### src/ntm_write_pkg.sv
package ntm_write_pkg;

  ////////////////////////////////////////
  // Datapath widths
  ////////////////////////////////////////

  // Signed Q8.8 data word
  localparam int DATA_W    = 16;
  // Fraction bits dropped after multiply
  localparam int FRAC_BITS = 8;

  ////////////////////////////////////////
  // Array shape
  ////////////////////////////////////////

  // One lane per column
  localparam int LANES    = 4;
  localparam int LANE_W   = 2;
  // Row count limit and SIZE_N_IN width
  localparam int MAX_ROWS = 8;
  localparam int ROW_W    = 4;

  ////////////////////////////////////////
  // Job controller states
  ////////////////////////////////////////

  localparam logic [1:0] ST_IDLE   = 2'd0;
  localparam logic [1:0] ST_LOAD_A = 2'd1;
  localparam logic [1:0] ST_ROW_W  = 2'd2;
  localparam logic [1:0] ST_ROW_M  = 2'd3;

endpackage

### src/ntm_write_gather.sv
`timescale 1ns/1ps

module ntm_write_gather import ntm_write_pkg::*; (
  input  logic                         CLK,
  input  logic                         RST,
  input  logic                         res_valid,
  input  logic                         res_last,
  input  logic [LANES-1:0][DATA_W-1:0] res_word,
  output logic [DATA_W-1:0]            M_OUT,
  output logic                         M_OUT_K_ENABLE,
  output logic                         M_OUT_J_ENABLE,
  output logic                         READY
);

  ////////////////////////////////////////
  // Serializer state
  ////////////////////////////////////////

  // Words still waiting after the one on M_OUT
  logic [DATA_W-1:0] buf_q [LANES-1];
  logic [LANE_W-1:0] left_q;
  // Row being drained is the job's last
  logic              last_q;
  logic              draining;
  logic              final_word;

  assign draining   = (left_q != '0);
  assign final_word = (left_q == LANE_W'(1));

  always_ff @(posedge CLK or posedge RST) begin
    if (RST) begin
      M_OUT          <= '0;
      M_OUT_K_ENABLE <= 1'b0;
      M_OUT_J_ENABLE <= 1'b0;
      READY          <= 1'b0;
      left_q         <= '0;
      last_q         <= 1'b0;
    end else if (res_valid) begin
      // Column 0 goes out straight away
      M_OUT          <= res_word[0];
      M_OUT_K_ENABLE <= 1'b1;
      M_OUT_J_ENABLE <= 1'b0;
      READY          <= 1'b0;
      left_q         <= LANE_W'(LANES - 1);
      last_q         <= res_last;
    end else if (draining) begin
      M_OUT          <= buf_q[0];
      M_OUT_K_ENABLE <= 1'b1;
      // Row and job flags ride on the final word
      M_OUT_J_ENABLE <= final_word;
      READY          <= final_word && last_q;
      left_q         <= left_q - 1'b1;
    end else begin
      M_OUT_K_ENABLE <= 1'b0;
      M_OUT_J_ENABLE <= 1'b0;
      READY          <= 1'b0;
    end
  end

  // Parallel load, then shift toward entry 0
  always_ff @(posedge CLK) begin
    if (res_valid) begin
      for (int i = 0; i < LANES - 1; i++) begin
        buf_q[i] <= res_word[i+1];
      end
    end else if (draining) begin
      for (int i = 0; i < LANES - 2; i++) begin
        buf_q[i] <= buf_q[i+1];
      end
    end
  end

  // Input pacing keeps rows from overlapping here
  a_no_overrun: assert property (@(posedge CLK) disable iff (RST) res_valid |-> !draining)
    else $error("row result arrived while previous row still draining");

endmodule

### src/ntm_write_lane.sv
`timescale 1ns/1ps

module ntm_write_lane import ntm_write_pkg::*; (
  input  logic              CLK,
  input  logic              RST,
  input  logic              a_load,
  input  logic [DATA_W-1:0] a_word,
  input  logic [DATA_W-1:0] w_word,
  input  logic              m_load,
  input  logic [DATA_W-1:0] m_word,
  input  logic              row_go,
  input  logic              row_last,
  output logic              res_valid,
  output logic              res_last,
  output logic [DATA_W-1:0] res_word
);

  // Add element for this column, kept for the job
  logic signed [DATA_W-1:0] a_q;
  // Old cell value of the current row
  logic [DATA_W-1:0] m_q;

  // Full-width product and its Q8.8 realignment
  logic signed [2*DATA_W-1:0] prod_full;
  logic signed [2*DATA_W-1:0] prod_shift;

  // Stage one registers
  logic [DATA_W-1:0] prod_q;
  logic [DATA_W-1:0] old_q;
  logic              v1_q;
  logic              last1_q;

  always_ff @(posedge CLK) begin
    if (a_load) a_q <= a_word;
    if (m_load) m_q <= m_word;
  end

  assign prod_full  = $signed(w_word) * a_q;
  // Arithmetic shift keeps the sign
  assign prod_shift = prod_full >>> FRAC_BITS;

  ////////////////////////////////////////
  // Two-stage pipeline
  ////////////////////////////////////////

  always_ff @(posedge CLK) begin
    // Truncate to one word
    prod_q   <= prod_shift[DATA_W-1:0];
    old_q    <= m_q;
    // Sum wraps modulo 2^16
    res_word <= prod_q + old_q;
  end

  always_ff @(posedge CLK or posedge RST) begin
    if (RST) begin
      v1_q      <= 1'b0;
      last1_q   <= 1'b0;
      res_valid <= 1'b0;
      res_last  <= 1'b0;
    end else begin
      v1_q      <= row_go;
      last1_q   <= row_last;
      res_valid <= v1_q;
      res_last  <= last1_q;
    end
  end

  // Old value must be complete before launch
  a_load_vs_go: assert property (@(posedge CLK) disable iff (RST) !(m_load && row_go))
    else $error("memory word loaded during row launch");

endmodule

### src/ntm_write_scatter.sv
`timescale 1ns/1ps

module ntm_write_scatter import ntm_write_pkg::*; (
  input  logic              CLK,
  input  logic              RST,
  // Job control
  input  logic              START,
  input  logic [ROW_W-1:0]  SIZE_N_IN,
  // Host streams
  input  logic              A_IN_ENABLE,
  input  logic [DATA_W-1:0] A_IN,
  input  logic              W_IN_ENABLE,
  input  logic [DATA_W-1:0] W_IN,
  input  logic              M_IN_K_ENABLE,
  input  logic [DATA_W-1:0] M_IN,
  // Lane side
  output logic [LANES-1:0]  a_load,
  output logic [DATA_W-1:0] a_word,
  output logic [DATA_W-1:0] w_word,
  output logic [LANES-1:0]  m_load,
  output logic [DATA_W-1:0] m_word,
  output logic              row_go,
  output logic              row_last
);

  ////////////////////////////////////////
  // Controller registers
  ////////////////////////////////////////

  logic [1:0]        state_q;
  logic [ROW_W-1:0]  rows_left_q;
  logic [LANE_W-1:0] col_q;

  // Enables accepted in their own phase only
  logic a_fire;
  logic w_fire;
  logic m_fire;
  logic col_end;
  logic [LANES-1:0] col_onehot;

  assign a_fire  = (state_q == ST_LOAD_A) && A_IN_ENABLE;
  assign w_fire  = (state_q == ST_ROW_W) && W_IN_ENABLE;
  assign m_fire  = (state_q == ST_ROW_M) && M_IN_K_ENABLE;
  assign col_end = (col_q == LANE_W'(LANES - 1));

  // Column counter picks the lane
  assign col_onehot = LANES'(1) << col_q;

  assign a_load = a_fire ? col_onehot : '0;
  assign m_load = m_fire ? col_onehot : '0;
  // Data words go to every lane, strobe selects
  assign a_word = A_IN;
  assign m_word = M_IN;

  always_ff @(posedge CLK or posedge RST) begin
    if (RST) begin
      state_q     <= ST_IDLE;
      rows_left_q <= '0;
      col_q       <= '0;
      row_go      <= 1'b0;
      row_last    <= 1'b0;
    end else begin
      // One-cycle launch pulse
      row_go <= 1'b0;
      case (state_q)
        ST_IDLE: begin
          if (START) begin
            rows_left_q <= SIZE_N_IN;
            col_q       <= '0;
            state_q     <= ST_LOAD_A;
          end
        end
        ST_LOAD_A: begin
          if (a_fire) begin
            col_q <= col_q + 1'b1;
            if (col_end) state_q <= ST_ROW_W;
          end
        end
        ST_ROW_W: begin
          if (w_fire) state_q <= ST_ROW_M;
        end
        default: begin
          if (m_fire) begin
            col_q <= col_q + 1'b1;
            // Last column of the row, launch the lanes
            if (col_end) begin
              row_go      <= 1'b1;
              row_last    <= (rows_left_q == ROW_W'(1));
              rows_left_q <= rows_left_q - 1'b1;
              state_q     <= (rows_left_q == ROW_W'(1)) ? ST_IDLE : ST_ROW_W;
            end
          end
        end
      endcase
    end
  end

  // Row weight, held until the next row's weight
  always_ff @(posedge CLK) begin
    if (w_fire) w_word <= W_IN;
  end

  ////////////////////////////////////////
  // Checks
  ////////////////////////////////////////

  // Stray enables are dropped, warn only
  a_out_of_phase: assert property (@(posedge CLK) disable iff (RST)
    (A_IN_ENABLE |-> state_q == ST_LOAD_A) and
    (W_IN_ENABLE |-> state_q == ST_ROW_W) and
    (M_IN_K_ENABLE |-> state_q == ST_ROW_M))
    else $warning("enable out of phase, ignored");

  // Row count must fit the job limits
  a_size_range: assert property (@(posedge CLK) disable iff (RST)
    (START && state_q == ST_IDLE) |->
      (SIZE_N_IN != '0 && SIZE_N_IN <= ROW_W'(MAX_ROWS)))
    else $error("SIZE_N_IN out of range at START");

endmodule

### src/ntm_write_top.sv
`timescale 1ns/1ps

module ntm_write_top import ntm_write_pkg::*; (
  input  logic              CLK,
  input  logic              RST,
  // Job control
  input  logic              START,
  input  logic [ROW_W-1:0]  SIZE_N_IN,
  output logic              READY,
  // Add vector
  input  logic              A_IN_ENABLE,
  input  logic [DATA_W-1:0] A_IN,
  // Row weight
  input  logic              W_IN_ENABLE,
  input  logic [DATA_W-1:0] W_IN,
  // Old memory row
  input  logic              M_IN_K_ENABLE,
  input  logic [DATA_W-1:0] M_IN,
  // Updated memory row
  output logic [DATA_W-1:0] M_OUT,
  output logic              M_OUT_K_ENABLE,
  output logic              M_OUT_J_ENABLE
);

  ////////////////////////////////////////
  // Interconnect
  ////////////////////////////////////////

  // Scatter to lanes
  logic [LANES-1:0]  a_load;
  logic [DATA_W-1:0] a_word;
  logic [DATA_W-1:0] w_word;
  logic [LANES-1:0]  m_load;
  logic [DATA_W-1:0] m_word;
  logic              row_go;
  logic              row_last;

  // Lanes to gather
  logic [LANES-1:0]              lane_valid;
  logic [LANES-1:0]              lane_last;
  logic [LANES-1:0][DATA_W-1:0]  lane_word;

  ntm_write_scatter u_scatter (
    .CLK          (CLK),
    .RST          (RST),
    .START        (START),
    .SIZE_N_IN    (SIZE_N_IN),
    .A_IN_ENABLE  (A_IN_ENABLE),
    .A_IN         (A_IN),
    .W_IN_ENABLE  (W_IN_ENABLE),
    .W_IN         (W_IN),
    .M_IN_K_ENABLE(M_IN_K_ENABLE),
    .M_IN         (M_IN),
    .a_load       (a_load),
    .a_word       (a_word),
    .w_word       (w_word),
    .m_load       (m_load),
    .m_word       (m_word),
    .row_go       (row_go),
    .row_last     (row_last)
  );

  // One update lane per column
  for (genvar i = 0; i < LANES; i++) begin : g_lane
    ntm_write_lane u_lane (
      .CLK      (CLK),
      .RST      (RST),
      .a_load   (a_load[i]),
      .a_word   (a_word),
      .w_word   (w_word),
      .m_load   (m_load[i]),
      .m_word   (m_word),
      .row_go   (row_go),
      .row_last (row_last),
      .res_valid(lane_valid[i]),
      .res_last (lane_last[i]),
      .res_word (lane_word[i])
    );
  end

  // Lane 0 speaks for the whole row
  ntm_write_gather u_gather (
    .CLK           (CLK),
    .RST           (RST),
    .res_valid     (lane_valid[0]),
    .res_last      (lane_last[0]),
    .res_word      (lane_word),
    .M_OUT         (M_OUT),
    .M_OUT_K_ENABLE(M_OUT_K_ENABLE),
    .M_OUT_J_ENABLE(M_OUT_J_ENABLE),
    .READY         (READY)
  );

endmodule
### config.mk
export PLATFORM = sky130hd
export DESIGN_NAME = ntm_write_top
export DESIGN_NICKNAME = d
export VERILOG_FILES = /design/src/ntm_write_pkg.sv /design/src/ntm_write_gather.sv /design/src/ntm_write_lane.sv /design/src/ntm_write_scatter.sv /design/src/ntm_write_top.sv
export SDC_FILE = /design/constraint.sdc
export NUM_CORES = 2
export LEC_CHECK = 0
export BUFFER_PORTS_ARGS = -buffer_cell sky130_fd_sc_hd__buf_2
export CAP_MARGIN = 20
export CELL_PAD_IN_SITES_DETAIL_PLACEMENT = 0
export CELL_PAD_IN_SITES_GLOBAL_PLACEMENT = 1
export CORE_UTILIZATION = 25
export DETAILED_ROUTE_END_ITERATION = 6
export PLACE_DENSITY_LB_ADDON = 0.3
export SLEW_MARGIN = 10
export SYNTH_ARGS = -nofsm -noshare
export SYNTH_HDL_FRONTEND = slang
export SYNTH_SLANG_ARGS = --single-unit
### constraint.sdc
create_clock -name CLK -period 14.1 [get_ports CLK]
set_input_delay 2.115 -clock CLK [delete_from_list [all_inputs] [get_ports CLK]]
set_output_delay 2.115 -clock CLK [all_outputs]
set_load 0.01 [all_outputs]
==> flow_summary.ini <==
[outcome]
status = completed

[timing]
period_share_pct = 49.39
fin_crit_ns = 6.964
fin_skew_ns = 0.03603
fmax_ghz = 0.1436
finalSetupTns_ns = 0
hold_viol_final = 0
tightest_slew_ns = 0.9908
max-slew-margin-rel_pct = 33.95
rsz0062_at_grt = no
hold_ws_ns = 0.3358
finalSetupViolCount = 0
drv_slew = 0

[global_route]
grt_max_degree = 65
grt_pass1_wl_um = 181500
first_global_vias = 29950
grt_util_all_layers_pct = 13.31
overflow = 0
antenna_found_initial = 18

[detailed_routing]
final_antenna_net_count = 0
via_per_inst = 4.122
drt-pass1-iter-count = 5
wirelength_um = 115200
route.vias.total = 27700
drt-wirelength-per-cell_um = 17.14
drc = 0
drtIter0Drc = 1187

[placed_design]
dp_hpwl_um = 90530
gp_congestion = 0.7938
dp_cells = 6619
numPortBuffers = 76

[yosys]
synth_cell_types = 58
syn_nets = 5521
synth_warnings = 0
synth_seq_cells = 420
syn_avg_cell_area_um2 = 10.07
synth-edff-count = 192
ys_seq_area_share_pct = 23.94
synth-main-ff-cell = edfxtp_1
synthCells = 4361
syn-cell-area_um2 = 43910
async_flop_share_pct = 8.571

[clocking]
cts_buffers = 52
cts_buffer_depth = 3
cts.sinks = 420
cts_root_buf = clkbuf_16
cts_tree = built
cts_max_level = 2
postCtsSetupBuffers = 0
clk_pin_slew_ns = 0.07
cts_repair_resize_count = 0
clock_latency_ns = 0.66
holdBufCountCts = 0

[floorplanning]
die_y_um = 421.1
std_cell_rows = 153
dieArea_um2 = 177300
fp.dieW_um = 421.1
ios = 77
core_area_um2 = 174200
initial_core_util_pct = 25.20

[worst_setup_path]
critPathArrivalTime_ns = 7.53
critPathLaunch = u_scatter.w_word[5]$_DFFE_PP_
cp-start-kind = flop
ff2ff_path_depth = 19
crit_type = reg2reg
path_max_fanout = 43
cp.required_ns = 14.67
crit_path_end_kind = flop
rr_startpoint = u_scatter.w_word[5]$_DFFE_PP_

[finish]
layout.cells.non_filler = 6720
final_nets = 5508
area_delta_synth_final_pct = 10.80
final_layout_size_suffix_gt1_share_pct = 5.510

[worst_hold_path]
hold_class = reg2reg
hold_depth = 0
min_from = g_lane[1].u_lane.m_q[1]$_DFFE_PP_

[flow_run]
drv_cap = 0
## per-layer routing
metal	global-route usage [%]	vias up	part of all wire, %
met4	2.176	16	1.5
met5	0	-	0.087
met1	18.95	14240	49
met3	1.858	106	3.5
met2	21.65	346	46
li1	-	12990	-
## kinds of logic after synthesis
group,synth area share (%)
AOI/OAI and AO/OA,3.251
xor gates and xnor gates,3.950
adders and majority gates,44.19
buffers and inverters,10.14
DFF,23.94
muxes,1.282
and+or+nand+nor,13.25
## layout make-up
cell class / instances / area, um2
inverters: 1012 / 3799
well taps: 2325 / 2909
clock inverters: 40 / 501.7
fillers: 18470 / 125600
diodes: 3 / 7.507
multi-input cells: 2755 / 28950
clock buffers: 58 / 1355
flip-flops and latches: 420 / 10510
repair buffers: 107 / 613.1
## path summary, 6_finish.rpt
kind	slack, ns	endpoint
setup / recovery	7.14	g_lane[3].u_lane.prod_q[15]$_DFF_P_
hold / removal	0.34	g_lane[1].u_lane.old_q[1]$_DFF_P_
setup reg to reg	7.14	g_lane[3].u_lane.prod_q[15]$_DFF_P_
hold reg to reg	0.34	g_lane[1].u_lane.old_q[1]$_DFF_P_
max in group asynchronous	12.14	g_lane[0].u_lane.res_valid$_DFF_PP0_
min in group asynchronous	1.58	u_scatter.rows_left_q[2]$_DFFE_PP0P_
## sequential cells by signal, summed over array words and instances (netlist names), 2 cells and up
signal and flops:
g_lane.u_lane.a_q 64, g_lane.u_lane.m_q 64, g_lane.u_lane.old_q 64, g_lane.u_lane.prod_q 64, g_lane.u_lane.res_word 64, u_gather.buf_q 48, u_gather.M_OUT 16, u_scatter.w_word 16
u_scatter.rows_left_q 4, u_gather.left_q 2, u_scatter.col_q 2, u_scatter.state_q 2
## cells in the final DEF, fill, tap and decap left out, types with 31 or more instances in the layout
cell type	instances
mux2_2	34
edfxtp_1	192
nand3_1	36
buf_2	76
xnor2_1	159
a21oi_1	63
clkbuf_16	53
dfxtp_1	192
nor2_1	104
fa_1	748
nand2_1	500
o21ai_0	57
dfrtp_1	35
nor3_1	32
inv_1	1011
and2_1	428
xor2_1	39
buf_4	31
ha_1	354
## through the flow
step | util [%] | worst slack, ns | cell area (um2)
floorplan | - | 8.112 | 43910
global placement | 26.86 | 6.981 | 46790
detailed placement | 26.86 | 7.018 | 46790
CTS | 27.92 | 6.994 | 48640
global route | 27.92 | 6.619 | 48650
finish | 27.93 | 7.136 | 48650
## worst max-delay path, cell delays in order, from the launching register on
cell,delay [ns]
edfxtp_1,0.95
buf_4,0.62
nand2_1,0.16
fa_1,0.53
inv_1,0.05
fa_1,0.56
fa_1,0.43
fa_1,0.49
fa_1,0.50
inv_1,0.05
fa_1,0.47
inv_1,0.05
ha_1,0.34
a21o_1,0.20
a21oi_1,0.22
nand2_1,0.08
o21ai_0,0.49
o21ai_0,0.27
a21oi_1,0.22
xnor2_1,0.15
## synthesized netlist by cell type, types with 2 or more instances
| cell type | number | area share [%] |
|---|---|---|
| o21a_1 | 11 | 0.19 |
| fa_1 | 748 | 34 |
| a21oi_1 | 63 | 0.72 |
| a21o_1 | 16 | 0.27 |
| ha_1 | 354 | 10 |
| nor3_1 | 32 | 0.36 |
| clkbuf_1 | 172 | 1.5 |
| nand2_1 | 500 | 4.3 |
| o211ai_1 | 2 | 0.034 |
| and2_1 | 429 | 6.1 |
| a211oi_1 | 14 | 0.24 |
| mux2i_1 | 18 | 0.41 |
| a31oi_1 | 4 | 0.057 |
| o41ai_1 | 12 | 0.24 |
| nand2b_1 | 24 | 0.34 |
| o22ai_1 | 2 | 0.028 |
| a21boi_0 | 6 | 0.10 |
| o21bai_1 | 10 | 0.17 |
| nor2_1 | 105 | 0.90 |
| xnor2_1 | 159 | 3.2 |
| nand4_1 | 7 | 0.10 |
| buf_1 | 2 | 0.017 |
| edfxtp_1 | 192 | 13 |
| dfxtp_1 | 192 | 8.8 |
| nand4b_1 | 2 | 0.040 |
| mux2_2 | 34 | 0.87 |
| or3_1 | 8 | 0.11 |
| inv_1 | 1012 | 8.7 |
| dfrtp_1 | 36 | 2.1 |
| o21ai_0 | 57 | 0.65 |
| nand3_1 | 36 | 0.41 |
| nor2b_1 | 21 | 0.30 |
| and3_1 | 14 | 0.20 |
| o2111ai_1 | 4 | 0.080 |
| a211o_1 | 2 | 0.040 |
| xor2_1 | 39 | 0.78 |
Power is not shown: default switching activity piles up to over one toggle a cycle in this logic, so the estimate is an artifact.
